File: config.mk
export PLATFORM = sky130hd
export DESIGN_NAME = emu_mgmt_top
export DESIGN_NICKNAME = d
export VERILOG_FILES = /design/src/logic/emu_mgmt_pkg.sv /design/src/logic/mgmt_access_fsm.sv /design/src/logic/reset_sequencer.sv /design/src/logic/activity_indicator.sv /design/src/logic/emu_mgmt_top.sv
export VERILOG_INCLUDE_DIRS = /design/src /design/src/logic
export SDC_FILE = /design/constraint.sdc
export NUM_CORES = 1
export LEC_CHECK = 0
export BUFFER_PORTS_ARGS = -buffer_cell sky130_fd_sc_hd__buf_2
export CORE_MARGIN = 5
export CORE_UTILIZATION = 36
export CTS_BUF_LIST = sky130_fd_sc_hd__clkbuf_2
export CTS_CLUSTER_SIZE = 25
export DETAILED_ROUTE_END_ITERATION = 6
export PLACE_DENSITY = 0.63
export SLEW_MARGIN = 20
export SYNTH_ARGS = -nofsm -noshare
export SYNTH_HDL_FRONTEND = slang
export SYNTH_SLANG_ARGS = --single-unit
File: constraint.sdc
create_clock -name clk_sys -period 6.8 [get_ports clk_sys]
set_clock_uncertainty 0.1 [all_clocks]
set_input_delay 0.34 -clock clk_sys [delete_from_list [all_inputs] [get_ports clk_sys]]
set_output_delay 0.34 -clock clk_sys [all_outputs]
set_load 0.03 [all_outputs]
File: src/logic/emu_mgmt_defines.svh
`ifndef EMU_MGMT_DEFINES_SVH
`define EMU_MGMT_DEFINES_SVH

// ======================================================================
// Reset timing
// ======================================================================

// Cycles that sys_reset stays high after a reset-apply edge
`define EMU_RST_STRETCH 8

// ======================================================================
// Disk activity LEDs
// ======================================================================

// Hold time after the last busy cycle
// Short for simulation
// Hardware would use a few million cycles
`define EMU_LED_HOLD 64

// ======================================================================
// Management bus widths
// ======================================================================

`define EMU_ADDR_W 32
`define EMU_DATA_W 32

`endif

File: src/logic/emu_mgmt_pkg.sv
`include "emu_mgmt_defines.svh"

package emu_mgmt_pkg;

	// Management bus address and data
	typedef logic [`EMU_ADDR_W-1:0] mgmt_addr_t;
	typedef logic [`EMU_DATA_W-1:0] mgmt_data_t;

	// Reset stretch counter sized for EMU_RST_STRETCH
	typedef logic [3:0] rst_count_t;

	// LED hold counter sized for EMU_LED_HOLD
	typedef logic [6:0] led_count_t;

	// Access sequencer states
	// Issue states hold the command until waitrequest drops
	typedef enum logic [2:0] {
		ACC_IDLE     = 3'd0,
		ACC_RD_ISSUE = 3'd1,
		ACC_RD_WAIT  = 3'd2,
		ACC_WR_ISSUE = 3'd3,
		ACC_WR_DONE  = 3'd4
	} access_state_t;

endpackage

File: src/logic/mgmt_access_fsm.sv
`timescale 1ns/1ps

module mgmt_access_fsm (
	input  logic                     clk_sys,
	input  logic                     rst_n,

	// Host request side
	input  logic                     host_rd,
	input  logic                     host_wr,
	input  emu_mgmt_pkg::mgmt_addr_t host_addr,
	input  emu_mgmt_pkg::mgmt_data_t host_wdata,
	output logic                     io_wait,
	output emu_mgmt_pkg::mgmt_data_t host_rdata,

	// Management bus master
	input  logic                     mgmt_waitrequest,
	input  logic                     mgmt_rdatavalid,
	input  emu_mgmt_pkg::mgmt_data_t mgmt_rdata,
	output logic                     mgmt_read,
	output logic                     mgmt_write,
	output emu_mgmt_pkg::mgmt_addr_t mgmt_addr,
	output emu_mgmt_pkg::mgmt_data_t mgmt_wdata,

	input  logic                     sys_reset
);
	import emu_mgmt_pkg::*;

	access_state_t state;
	logic          sys_reset_q;
	logic          abort;
	logic          rd_accept;
	logic          wr_accept;

	// Rising edge of the system reset kills the access in flight
	assign abort = sys_reset & ~sys_reset_q;

	// Command accepted on the first cycle without waitrequest
	assign rd_accept = mgmt_read & ~mgmt_waitrequest;
	assign wr_accept = mgmt_write & ~mgmt_waitrequest;

	// ======================================================================
	// Request payload and read data
	// ======================================================================

	always_ff @(posedge clk_sys) begin
		if (host_rd | host_wr) begin
			mgmt_addr <= host_addr;
		end
		if (host_wr) begin
			mgmt_wdata <= host_wdata;
		end
		if (state == ACC_RD_WAIT && mgmt_rdatavalid && !abort) begin
			host_rdata <= mgmt_rdata;
		end
	end

	// ======================================================================
	// Access sequencer
	// ======================================================================

	always_ff @(posedge clk_sys) begin
		if (!rst_n) begin
			state       <= ACC_IDLE;
			io_wait     <= 1'b0;
			mgmt_read   <= 1'b0;
			mgmt_write  <= 1'b0;
			sys_reset_q <= 1'b1;
		end else begin
			sys_reset_q <= sys_reset;

			if (abort) begin
				state      <= ACC_IDLE;
				io_wait    <= 1'b0;
				mgmt_read  <= 1'b0;
				mgmt_write <= 1'b0;
			end else if (host_wr) begin
				// Write wins if the host ever pulses both
				state   <= ACC_WR_ISSUE;
				io_wait <= 1'b1;
			end else if (host_rd) begin
				state   <= ACC_RD_ISSUE;
				io_wait <= 1'b1;
			end else begin
				case (state)
					ACC_RD_ISSUE: begin
						if (!mgmt_read) begin
							mgmt_read <= 1'b1;
						end else if (rd_accept) begin
							mgmt_read <= 1'b0;
							state     <= ACC_RD_WAIT;
						end
					end
					ACC_RD_WAIT: begin
						// Data is latched in the payload block above
						if (mgmt_rdatavalid) begin
							io_wait <= 1'b0;
							state   <= ACC_IDLE;
						end
					end
					ACC_WR_ISSUE: begin
						if (!mgmt_write) begin
							mgmt_write <= 1'b1;
						end else if (wr_accept) begin
							mgmt_write <= 1'b0;
							io_wait    <= 1'b0;
							state      <= ACC_WR_DONE;
						end
					end
					ACC_WR_DONE: begin
						state <= ACC_IDLE;
					end
					default: begin
						state <= ACC_IDLE;
					end
				endcase
			end
		end
	end

endmodule

File: src/logic/reset_sequencer.sv
`timescale 1ns/1ps

`include "emu_mgmt_defines.svh"

module reset_sequencer (
	input  logic clk_sys,
	input  logic rst_n,
	input  logic status_reset,
	input  logic user_button,
	input  logic kbd_reset_n,
	output logic sys_reset,
	output logic cpu_reset
);
	import emu_mgmt_pkg::*;

	logic [1:0] status_sync;
	logic       status_q;
	logic       apply_edge;
	rst_count_t stretch_cnt;
	logic       init_done;
	logic       cpu_rst_q;

	// Edge seen after the second synchronizer stage
	assign apply_edge = status_sync[1] & ~status_q;

	// ======================================================================
	// Reset-apply synchronizer and stretch
	// ======================================================================

	always_ff @(posedge clk_sys) begin
		if (!rst_n) begin
			status_sync <= 2'b00;
			status_q    <= 1'b0;
			stretch_cnt <= '0;
			init_done   <= 1'b0;
		end else begin
			status_sync <= {status_sync[0], status_reset};
			status_q    <= status_sync[1];

			if (apply_edge) begin
				stretch_cnt <= rst_count_t'(`EMU_RST_STRETCH);
				init_done   <= 1'b1;
			end else if (stretch_cnt != '0) begin
				stretch_cnt <= rst_count_t'(stretch_cnt - 1'b1);
			end
		end
	end

	// System stays in reset until the host applies the first config
	assign sys_reset = (stretch_cnt != '0) | ~init_done;

	// ======================================================================
	// CPU reset
	// ======================================================================

	// Registered OR of the raw reset sources
	always_ff @(posedge clk_sys) begin
		if (!rst_n) begin
			cpu_rst_q <= 1'b0;
		end else begin
			cpu_rst_q <= user_button | status_reset | ~kbd_reset_n;
		end
	end

	assign cpu_reset = cpu_rst_q | sys_reset;

endmodule

File: src/logic/activity_indicator.sv
`timescale 1ns/1ps

`include "emu_mgmt_defines.svh"

module activity_indicator (
	input  logic clk_sys,
	input  logic rst_n,
	input  logic io_wait,
	input  logic device,
	input  logic sys_reset,
	output logic led_hdd,
	output logic led_fdd
);
	import emu_mgmt_pkg::*;

	// Index 0 is the floppy, index 1 the hard disk
	led_count_t hold_cnt [2];
	logic [1:0] busy;
	logic [1:0] lit;

	// Busy while the host waits on an access for that device
	assign busy[0] = io_wait & ~device;
	assign busy[1] = io_wait & device;

	// ======================================================================
	// Hold counters
	// ======================================================================

	always_ff @(posedge clk_sys) begin
		if (!rst_n) begin
			for (int i = 0; i < 2; i++) begin
				hold_cnt[i] <= '0;
			end
		end else begin
			for (int i = 0; i < 2; i++) begin
				if (busy[i]) begin
					hold_cnt[i] <= led_count_t'(`EMU_LED_HOLD);
				end else if (hold_cnt[i] != '0) begin
					hold_cnt[i] <= led_count_t'(hold_cnt[i] - 1'b1);
				end
			end
		end
	end

	assign lit[0] = (hold_cnt[0] != '0);
	assign lit[1] = (hold_cnt[1] != '0);

	// Both LEDs dark while the system is held in reset
	assign led_fdd = lit[0] & ~sys_reset;
	assign led_hdd = lit[1] & ~sys_reset;

endmodule

File: src/logic/emu_mgmt_top.sv
`timescale 1ns/1ps

module emu_mgmt_top (
	input  logic                     clk_sys,
	input  logic                     rst_n,

	// Host side
	input  logic                     host_rd,
	input  logic                     host_wr,
	input  emu_mgmt_pkg::mgmt_addr_t host_addr,
	input  emu_mgmt_pkg::mgmt_data_t host_wdata,
	output logic                     io_wait,
	output emu_mgmt_pkg::mgmt_data_t host_rdata,

	// Management bus
	input  logic                     mgmt_waitrequest,
	input  logic                     mgmt_rdatavalid,
	input  emu_mgmt_pkg::mgmt_data_t mgmt_rdata,
	output logic                     mgmt_read,
	output logic                     mgmt_write,
	output emu_mgmt_pkg::mgmt_addr_t mgmt_addr,
	output emu_mgmt_pkg::mgmt_data_t mgmt_wdata,

	// Reset sources and results
	input  logic                     status_reset,
	input  logic                     user_button,
	input  logic                     kbd_reset_n,
	output logic                     sys_reset,
	output logic                     cpu_reset,

	// Disk activity
	input  logic                     device,
	output logic                     led_hdd,
	output logic                     led_fdd
);
	import emu_mgmt_pkg::*;

	// ======================================================================
	// Host to management bus
	// ======================================================================

	mgmt_access_fsm u_access (
		.clk_sys          (clk_sys),
		.rst_n            (rst_n),
		.host_rd          (host_rd),
		.host_wr          (host_wr),
		.host_addr        (host_addr),
		.host_wdata       (host_wdata),
		.io_wait          (io_wait),
		.host_rdata       (host_rdata),
		.mgmt_waitrequest (mgmt_waitrequest),
		.mgmt_rdatavalid  (mgmt_rdatavalid),
		.mgmt_rdata       (mgmt_rdata),
		.mgmt_read        (mgmt_read),
		.mgmt_write       (mgmt_write),
		.mgmt_addr        (mgmt_addr),
		.mgmt_wdata       (mgmt_wdata),
		.sys_reset        (sys_reset)
	);

	// ======================================================================
	// Resets
	// ======================================================================

	reset_sequencer u_reset (
		.clk_sys      (clk_sys),
		.rst_n        (rst_n),
		.status_reset (status_reset),
		.user_button  (user_button),
		.kbd_reset_n  (kbd_reset_n),
		.sys_reset    (sys_reset),
		.cpu_reset    (cpu_reset)
	);

	// Disk LEDs follow io_wait for the selected device
	activity_indicator u_activity (
		.clk_sys   (clk_sys),
		.rst_n     (rst_n),
		.io_wait   (io_wait),
		.device    (device),
		.sys_reset (sys_reset),
		.led_hdd   (led_hdd),
		.led_fdd   (led_fdd)
	);

endmodule

==> results of run 1 <==
cell usage in the layout, fill, tap and decap left out, types with 2 or more instances in the layout:
| cell | instances |
|---|---|
| a21oi_1 | 5 |
| clkinv_2 | 3 |
| clkinvlp_4 | 3 |
| nor4_2 | 3 |
| nand3b_1 | 2 |
| o21ai_0 | 4 |
| nor3_1 | 6 |
| nor2b_1 | 2 |
| a211oi_1 | 2 |
| dfxtp_1 | 16 |
| buf_2 | 208 |
| edfxtp_1 | 110 |
| nand2_1 | 9 |
| ha_1 | 6 |
| mux2i_1 | 3 |
| clkbuf_2 | 19 |
| xor2_1 | 4 |
| dlygate4sd3_1 | 105 |
| and3b_1 | 3 |
| nor2_1 | 25 |
| xnor2_1 | 7 |
| nor4b_1 | 2 |
| inv_1 | 12 |
| and2_1 | 3 |
| nand2b_1 | 5 |
| clkinv_1 | 4 |
through the flow:
stage,power [mW],cell area (µm²),util [%]
4_1_cts,1.84,6820,57.0
3_5_place_dp,1.45,5620,47.0
2_1_floorplan,1.32,4380,-
3_3_place_gp,1.43,5620,47.0
5_1_grt,1.92,6820,57.0
6_report,1.81,6820,57.0
sequential cells by signal (all words and copies together), names as in the netlist:
name	count
u_access.io_wait	1
u_reset.status_sync	2
u_access.sys_reset_q	1
u_reset.stretch_cnt	4
u_access.mgmt_read	1
u_access.state	3
u_reset.init_done	1
u_access.mgmt_write	1
u_access.host_rdata	32
u_reset.status_q	1
u_reset.cpu_rst_q	1
u_activity.hold_cnt	14
u_access.mgmt_wdata	32
u_access.mgmt_addr	32
timing repair:
action | 4_1_cts | 5_1_grt
setup endpoints to repair | 0 | 0
hold buffers | 105 | 0
endpoints found under the hold margin | 113 | 0
final timing paths:
path | startpoint | to | slack (ns)
hold reg to reg | u_reset.status_sync[0] | u_reset.status_sync[1] | 0.36
setup reg to reg | u_reset.stretch_cnt[0] | u_access.host_rdata[5] | 4.53
setup / recovery | u_reset.stretch_cnt[0] | led_fdd | 4.09
hold / removal | mgmt_rdatavalid | u_access.io_wait | 0.14
synth_stat cells, types with 2 or more instances:
cell	instances
xor2_1	4
o21ai_0	4
dfxtp_1	16
nand2b_1	5
nand3b_1	2
a211oi_1	2
ha_1	6
nand2_1	9
xnor2_1	7
nor4_2	2
nor2_1	25
inv_1	12
nor4b_1	2
mux2i_1	3
nor2b_1	2
edfxtp_1	110
nor3_1	6
and2_1	3
and3b_1	3
a21oi_1	5
cells by family (layout without fill, tap and decap cells):
kind of cell / after synthesis / in the layout / share of synthesized area (%)
compound gates: 17 / 17 / 2.51
xor+xnor: 11 / 11 / 2.20
fa+ha+maj: 6 / 6 / 1.71
buf+inv: 14 / 356 / 1.20
flops: 126 / 126 / 82.6
mux: 4 / 4 / 0.942
simple gates: 69 / 69 / 8.79
layer usage:
metal / part of all wire [%] / routed length (µm)
met5: 0 / 0
met2: 53 / 5830
met3: 8.2 / 904
met4: 2.4 / 262
met1: 36 / 3990
cell type report:
| cell class | count | area (µm²) |
|---|---|---|
| fill | 979 | 5140 |
| sequential | 126 | 3620 |
| timing repair buffer | 314 | 2100 |
| multi-input combinational | 107 | 714 |
| tap | 147 | 184 |
| clock buffer | 19 | 95.1 |
| clock inverter | 10 | 52.6 |
| inverter | 13 | 48.8 |
power groups by stage:
stage	sequential [mW]	clock, mW	combinational, mW
after floorplan	1.10	0	0.218
after global placement	1.02	0	0.410
after detailed placement	1.02	0	0.428
after CTS	1.00	0.355	0.478
after global routing	1.01	0.388	0.520
final	1.00	0.332	0.475
critical path, cell delays in order, from the launching register on:
cell,delay (ns)
dfxtp_1,0.34
inv_1,0.11
ha_1,0.19
nor3b_4,0.30
and2_2,0.25
inv_1,0.10
nor2_1,0.12
buf_2,0.22
==> summary.txt, run 1 <==
Post-synthesis cell type count: 39
TNS Setup: 0 ns
Core area: 12,000 µm²
Vias in the first global route: 3,472
Synth area leader: edfxtp_1
CP endpoint kind: primary output
TritonCTS Buffers: 17
Total grt overflow: 0
Overall routing resource usage: 15.3%
# Max-Cap Violations: 0
Psw: 0.568 mW
Top Ports: 209
Met3 Usage GRT: 6.27%
Final nets: 691
Met1 Usage GRT: 15.3%
Register share of total power: 55.4%
Buffers on Ports: 208
Critical path fanouts, max: 5
Slew @ Worst Pin: 0.730 ns
Sink Count: 126
Net Sw Frac: 31.4%
First-pass GRT wire length: 16,900 µm
M2 GR Usage: 27.3%
Synth Cell Area: 4380 µm²
Area Overhead vs Synth: 55.5%
Worst-case clock buffer depth: 2
Power Dens Cells: 265 nW/µm²
RePlAce Congestion: 0.779
Initial antenna violation count: 0
Antenna cells: 0
Cells after Synth: 247
DR pass1 iterations: 4
Final Non-Filler Cells: 736
Root Driver: clkbuf_2
Max VDD drop: 0.109 mV
Largest net degree at the start of global routing: 35
Hpwl dp: 7410 µm
Final worst path period need: 2.71 ns
Syn Nets: 359
Routed Antenna Nets: 0
Clk pwr share: 18.3%
Asr flop ratio synth: 0%
Fin worst setup slack: 4.09 ns
Fmax: 369 MHz
Reg2reg path depth: 7
WL per Instance: 14.9 µm
EDFF count, synth: 110
Post-synth top area share: 75.3%
Syn Area/Cell: 17.7 µm²
Drt drc: 0
Synth area leaders: edfxtp_1, dfxtp_1, nor2_1
Initial core utilization: 36.7%
Comb power frac: 26.2%
Number of core rows: 40
Pre-CTS setup slack: 4.48 ns
Hold Path Class: primary input to flop
Worst-Skew Late Latency: 0.65 ns
Clock Pin Slew Worst Setup and Hold Paths: 0.16 ns
Yosys warnings: 0
Die Wd: 120 µm
Internal: 1.24 mW
CTS tree: done
Setup violators final: 0
Status: finished clean
Depth of the CTS H-tree: 4
Routed wire length: 11,000 µm
Hold Vio Cnt, Final: 0
Hold Path Stages: 5
Die area: 14,500 µm²
Synth Flop Type: edfxtp_1
Kind of critical path: flop to primary output
RSZ-0062 raised after global routing: false
Vias per cell: 4.43
Post-synthesis sequential area ratio: 82.6%
Final hold slack: 0.140 ns
Number of setup buffers added after CTS: 0
PostCTS Resize Cnt: 0
Final Max Tran Viols: 0
Initial DRC count: 230
Vias: 3,257
WP data required: 6.36 ns
Die H: 120 µm
Startpoint types: flop
Number of synthesized register bits: 126
GR peak layer: met2
Period utilization: 39.8%
Leak: 2.92 nW
Inst Count DP: 602
Share of layout cells above drive strength 1: 41.4%
Relative slew slack: 51.3%
Worst path arrival time: 2.27 ns
No activity file was read; power rests on OpenSTA's default activity.
==> inputs of run 2 (changes only) <==
clock period = 2.7 ns   (was 6.8 ns; I/O delays follow)
==> summary.txt, run 2 <==
Synth Cell Area: 4380 µm²
Post-synthesis sequential area ratio: 82.6%
Err: [ERROR RSZ-0060] Max buffer count reached.
Die Wd: 120 µm
Depth of the CTS H-tree: 4
Buffers on Ports: 208
Cells after Synth: 247
Post-synthesis cell type count: 39
Pre-CTS setup slack: 0.522 ns
Top Ports: 209
Stop stage: 4_1_cts
Asr flop ratio synth: 0%
Root Driver: clkbuf_2
TritonCTS Buffers: 17
Synth area leaders: edfxtp_1, dfxtp_1, nor2_1
Post-synth top area share: 75.3%
Synth area leader: edfxtp_1
PostCTS Resize Cnt: 0
Number of setup buffers added after CTS: 0
Sink Count: 126
Worst-case clock buffer depth: 2
Initial core utilization: 36.7%
Post-synth top cells: edfxtp_1, nor2_1, dfxtp_1
Die H: 120 µm
Hpwl dp: 7380 µm
Syn Nets: 359
Most common cell in the synthesized netlist: edfxtp_1
EDFF count, synth: 110
Number of synthesized register bits: 126
Yosys warnings: 0
Hold Buf Count CTS: 129
RePlAce Congestion: 0.752
Synth Flop Type: edfxtp_1
Syn Area/Cell: 17.7 µm²
Number of core rows: 40
Status: did not finish
-- run 2: cell counts after synthesis --
No cell type changed its count.
-- run 2: logic make-up after synthesis --
family	after synthesis	synth area share (%)
AO/OA/AOI/OAI	17	2.51
XOR/XNOR	11	2.20
adder cells (fa/ha/maj)	6	1.71
buffers and inverters	14	1.20
flip-flops	126	82.6
multiplexers	4	0.942
AND/OR/NAND/NOR	69	8.79
-- run 2: through the flow --
step | area [µm²] | utilization, % | hold slack [ns] | std cells
after floorplan | 4400 | - | 0.127 | 247
after global placement | 5640 | 47.1 | 0.211 | 603
after detailed placement | 5640 | 47.1 | 0.213 | 603
==> inputs of run 3 (changes only) <==
CORE_UTILIZATION = 21   (was 36)
CTS_BUF_LIST = default   (was sky130_fd_sc_hd__clkbuf_2)
CTS_CLUSTER_SIZE = default   (was 25)
PLACE_DENSITY = default   (was 0.63)
PLACE_DENSITY_LB_ADDON = 0.15   (was default)
==> summary.txt, run 3 (synthesized netlist as in run 1, its figures left out) <==
Kind of critical path: flop to primary output
Share of layout cells above drive strength 1: 42.3%
Vias in the first global route: 3,610
Number of core rows: 52
RePlAce Congestion: 0.747
Initial DRC count: 138
Setup violators final: 0
Total grt overflow: 0
Die area: 23,900 µm²
RSZ-0062 raised after global routing: false
WL per Instance: 13.9 µm
Initial core utilization: 21.5%
Final worst path period need: 2.24 ns
Period utilization: 82.9%
Area Overhead vs Synth: 69.9%
Critical path fanouts, max: 5
Startpoint types: flop
Buffers on Ports: 208
Drt drc: 0
Routed wire length: 12,000 µm
Placed Area: 5790 µm²
Root Driver: clkbuf_16
CP bufs+invs: 3
R2R setup slack: 0.55 ns
Max VDD drop: 0.392 mV
Hold Buf Count CTS: 105
Final Non-Filler Cells: 863
Power Dens Cells: 817 nW/µm²
FF-to-FF Start: u_reset.stretch_cnt[0]
Worst path arrival time: 2.00 ns
# fillers: 1,950
Initial antenna violation count: 0
Final nets: 692
Crit-path cells: inv_1 -> ha_1 -> nor3b_4 -> and2_2 -> inv_1 -> nor2_1 -> buf_2
Leak: 3.12 nW
Crit path max-delay cell type: dfxtp_1
Overall routing resource usage: 10.0%
# Max-Cap Violations: 0
Fmax: 447 MHz
Commonest non-fill, non-tap cell in the layout: buf_2
Worst-Skew Late Latency: 0.40 ns
Depth of the CTS H-tree: 4
Vias per cell: 3.78
Hold Path Class: primary input to flop
TNS Setup: 0 ns
Pre-CTS setup slack: 0.501 ns
Delay-heaviest family, CP: simple AND/OR/NAND/NOR gates
Number of cells on the critical path: 7
CP max stage delay: 0.31 ns
RR Endpoint: u_access.host_rdata[24]
Inst Count DP: 726
Crit-path most repeated cell: inv_1
TritonCTS Buffers: 17
Core area: 20,400 µm²
Slew @ Worst Pin: 0.664 ns
Sink Count: 126
Top Ports: 209
Power Total: 6.08 mW
DR pass1 iterations: 4
Routed Antenna Nets: 0
WP data required: 2.47 ns
End of the critical path: led_hdd
Vias: 3,260
Die H: 154 µm
Hpwl dp: 8340 µm
PostCTS Resize Cnt: 0
Final Max Tran Viols: 0
CTS tree: done
Worst setup path startpoint: u_reset.stretch_cnt[0]
Reg2reg path depth: 7
Relative slew slack: 55.7%
Clock Pin Slew Worst Setup and Hold Paths: 0.05 ns
Largest net degree at the start of global routing: 34
Top flop regs: u_access.host_rdata (32), u_access.mgmt_addr (32), u_access.mgmt_wdata (32)
Number of setup buffers added after CTS: 0
CP endpoint kind: primary output
Die Wd: 154 µm
Finished Cell Area: 7450 µm²
First-pass GRT wire length: 18,600 µm
Commonest non-fill, non-tap cells in the layout: buf_2, edfxtp_1, dlygate4sd3_1, nor2_1, clkbuf_16
Antenna cells: 0
Hold Vio Cnt, Final: 0
Worst-case clock buffer depth: 2
Status: finished clean
Fin worst setup slack: 0.462 ns
==> run 3: how the worst min path moves through the flow <==
| stage | from | end | cells past startpoint |
|---|---|---|---|
| 4_1_cts | host_wr | u_access.state[2] | 4 |
| 3_3_place_gp | host_wdata[0] | u_access.mgmt_wdata[0] | 1 |
| 6_report | host_wr | u_access.state[2] | 4 |
| 3_5_place_dp | host_addr[2] | u_access.mgmt_addr[2] | 1 |
| 2_1_floorplan | kbd_reset_n | u_reset.cpu_rst_q | 1 |
| 5_1_grt | host_wr | u_access.state[2] | 4 |
==> run 3: area by class of cell <==
cell class / count / area [µm²] / area share [%]
sequential: 126 / 3620 / 48.7
timing repair buffer: 315 / 2110 / 28.3
multi-input combinational: 107 / 723 / 9.71
clock buffer: 18 / 429 / 5.76
tap: 270 / 338 / 4.54
clock inverter: 14 / 178 / 2.39
inverter: 13 / 48.8 / 0.655
==> run 3: report_power, final <==
part	switching, mW	internal, mW	total [mW]
sequential	0.139	2.40	2.53
clock	0.880	1.47	2.35
combinational	0.672	0.523	1.20
total	1.69	4.39	6.08
==> run 3: per-layer routing <==
metal	vias up	track usage, %	share of wire (%)
li1	1583	-	-
met1	1515	11.5	41
met4	0	3.70	1.6
met5	-	0	0
met3	13	4.05	9.8
met2	149	16.8	47
==> run 3: tightest hold or removal path, delay by kind of cell <==
| family | cells | cell delay, ns |
|---|---|---|
| simple gates | 3 | 0.25 |
| buf+inv | 1 | 0.13 |
==> run 3: metrics by stage <==
step / util (%) / hold slack [ns]
floorplan: - / 0.127
global placement: 28.4 / 0.212
detailed placement: 28.4 / 0.213
CTS: 36.6 / 0.0602
global route: 36.6 / 0.102
finish: 36.6 / 0.0621
==> inputs of run 4 (changes only) <==
ABC_AREA = 1   (was default)
clock period = 2.3 ns   (was 2.7 ns; I/O delays follow)
==> summary.txt, run 4 <==
Power Dens Cells: 932 nW/µm²
Clock Pin Slew Worst Setup and Hold Paths: 0.05 ns
Routed Antenna Nets: 0
First-pass GRT wire length: 18,200 µm
Reg2reg path depth: 9
Internal: 4.90 mW
Placed Area: 5840 µm²
Worst path arrival time: 1.84 ns
Synth Flop Type: edfxtp_1
Overall routing resource usage: 9.70%
Sink Count: 126
Clk pwr share: 36.5%
Largest net degree at the start of global routing: 34
Psw: 2.05 mW
Final worst path period need: 2.06 ns
Final core occ: 35.7%
Top Ports: 209
Most common cell in the synthesized netlist: edfxtp_1
Kind of critical path: flop to primary output
Die area: 24,100 µm²
Final nets: 728
Critical path fanouts, max: 6
Area Overhead vs Synth: 68.6%
Final Max Tran Viols: 0
Number of core rows: 53
Setup violators final: 0
Top flop regs: u_access.host_rdata (32), u_access.mgmt_addr (32), u_access.mgmt_wdata (32)
Worst Min Path Start: mgmt_rdatavalid
# fillers: 2,072
Syn Nets: 394
Total grt overflow: 0
Number of synthesized register bits: 126
Status: finished clean
Net Sw Frac: 29.5%
DR pass1 iterations: 4
RePlAce Congestion: 0.753
Commonest non-fill, non-tap cells in the layout: buf_2, edfxtp_1, dlygate4sd3_1, nand2_1, nor2_1
Asr flop ratio synth: 0%
Drt drc: 0
Slew @ Worst Pin: 0.425 ns
Fmax: 486 MHz
Yosys warnings: 0
Max VDD drop: 0.449 mV
Share of layout cells above drive strength 1: 40.1%
CP endpoint kind: primary output
RR Endpoint: u_access.state[2]
Initial DRC count: 127
WP data required: 2.09 ns
RSZ-0062 raised after global routing: false
Leak: 3.22 nW
Worst-case clock buffer depth: 2
Worst-Skew Late Latency: 0.40 ns
Cells after Synth: 282
Hold Path Class: primary input to flop
Routed wire length: 11,900 µm
Initial core utilization: 21.2%
Hpwl dp: 8540 µm
Vias: 3,340
Synth area leaders: edfxtp_1, dfxtp_1, nand2_1
Finished Cell Area: 7460 µm²
Die H: 155 µm
Post-synth top cells: edfxtp_1, nand2_1, nor2_1
Relative slew slack: 71.7%
Hold Vio Cnt, Final: 0
Post-synth top area share: 74.6%
Hold path endpoint: u_access.state[1]
FF-to-FF Start: u_reset.stretch_cnt[0]
TNS Setup: 0 ns
Startpoint types: flop
Buffers on Ports: 208
Root Driver: clkbuf_16
Antenna cells: 0
Synth Cell Area: 4430 µm²
PostCTS Resize Cnt: 0
Depth of the CTS H-tree: 4
WL per Instance: 13.1 µm
Vias in the first global route: 3,523
Die Wd: 155 µm
EDFF count, synth: 110
R2R setup slack: 0.29 ns
Register share of total power: 42.4%
Period utilization: 89.5%
Vias per cell: 3.69
Core area: 20,900 µm²
Comb power frac: 21.1%
Initial antenna violation count: 0
Synth area leader: edfxtp_1
TritonCTS Buffers: 17
Hold Path Stages: 6
Post-synthesis cell type count: 25
CTS tree: done
# Max-Cap Violations: 0
Post-synthesis sequential area ratio: 81.9%
Commonest non-fill, non-tap cell in the layout: buf_2
Syn Area/Cell: 15.7 µm²
run 4: cell count changes after synthesis, sizes merged, moves of 3 or more:
cell,previous run,this run
a21oi,5,12
mux2i,3,0
nor2,26,33
and3b,3,0
inv,13,30
nand2b,5,0
nand2,9,38
nand3,1,15
and2,4,0
xnor2,7,3
nor4,3,0
run 4: timing repair:
action / CTS / global route
endpoints found under the hold margin: 105 / 0
hold buffers: 105 / 0
setup buffers: 0 / 0
run 4: layout make-up:
| class | count | area, µm² | area share (%) |
|---|---|---|---|
| sequential | 126 | 3620 | 48.6 |
| timing repair buffer | 316 | 2130 | 28.5 |
| multi-input combinational | 125 | 687 | 9.21 |
| clock buffer | 19 | 433 | 5.80 |
| tap | 275 | 344 | 4.61 |
| clock inverter | 13 | 133 | 1.78 |
| inverter | 30 | 113 | 1.51 |
run 4: cell families (layout without fill, tap and decap cells):
logic type	Yosys count	after routing	synth area share (%)
AND/OR/NAND/NOR	95	95	9.92
adder cells (fa/ha/maj)	6	6	1.70
buffers and inverters	31	378	2.86
AO/OA/AOI/OAI	18	18	2.46
XOR/XNOR	6	6	1.19
flip-flops	126	126	81.9
run 4: worst max path at each step:
stage / endpoint / from / slack (ns) / cells past startpoint
floorplan: u_access.host_rdata[0] / u_reset.stretch_cnt[0] / 0.21 / 6
finish: cpu_reset / u_reset.stretch_cnt[0] / 0.24 / 7
global placement: u_access.host_rdata[9] / u_reset.stretch_cnt[0] / 0.50 / 7
detailed placement: u_access.host_rdata[12] / u_reset.stretch_cnt[0] / 0.45 / 7
CTS: cpu_reset / u_reset.stretch_cnt[0] / 0.20 / 7
global route: cpu_reset / u_reset.stretch_cnt[0] / 0.08 / 7
run 4: stage by stage:
stage          hold slack, ns  total power [mW]  std cells  setup WS [ns]
6_report               0.0747              6.95        904          0.242
5_1_grt                 0.109              7.37        904         0.0795
4_1_cts                0.0570              7.08        904          0.196
3_5_place_dp            0.193              4.34        767          0.446
3_3_place_gp            0.192              4.31        767          0.505
2_1_floorplan           0.109              3.93        282          0.212
run 4: metal layers:
layer  track usage, %  share of wire (%)  up-vias
li1                 -                  -     1656
met1             10.5                 38     1554
met2             17.3                 53      120
met3             3.62                7.1       10
met4             3.50                1.6        0
met5                0                  0        -
run 4: worst max-delay path, stage by stage, from the launching register on:
cell	delay, ns
dfxtp_1	0.31
inv_1	0.12
ha_1	0.16
inv_1	0.07
nor3_4	0.23
nand2_4	0.14
or2_1	0.23
buf_2	0.18
run 4: power groups by stage:
stage	sequential, mW	clock (mW)	combinational (mW)
finish	2.95	2.53	1.47
global route	2.98	2.75	1.63
CTS	2.95	2.64	1.49
detailed placement	3.00	0	1.34
global placement	2.99	0	1.32
floorplan	3.23	0	0.705
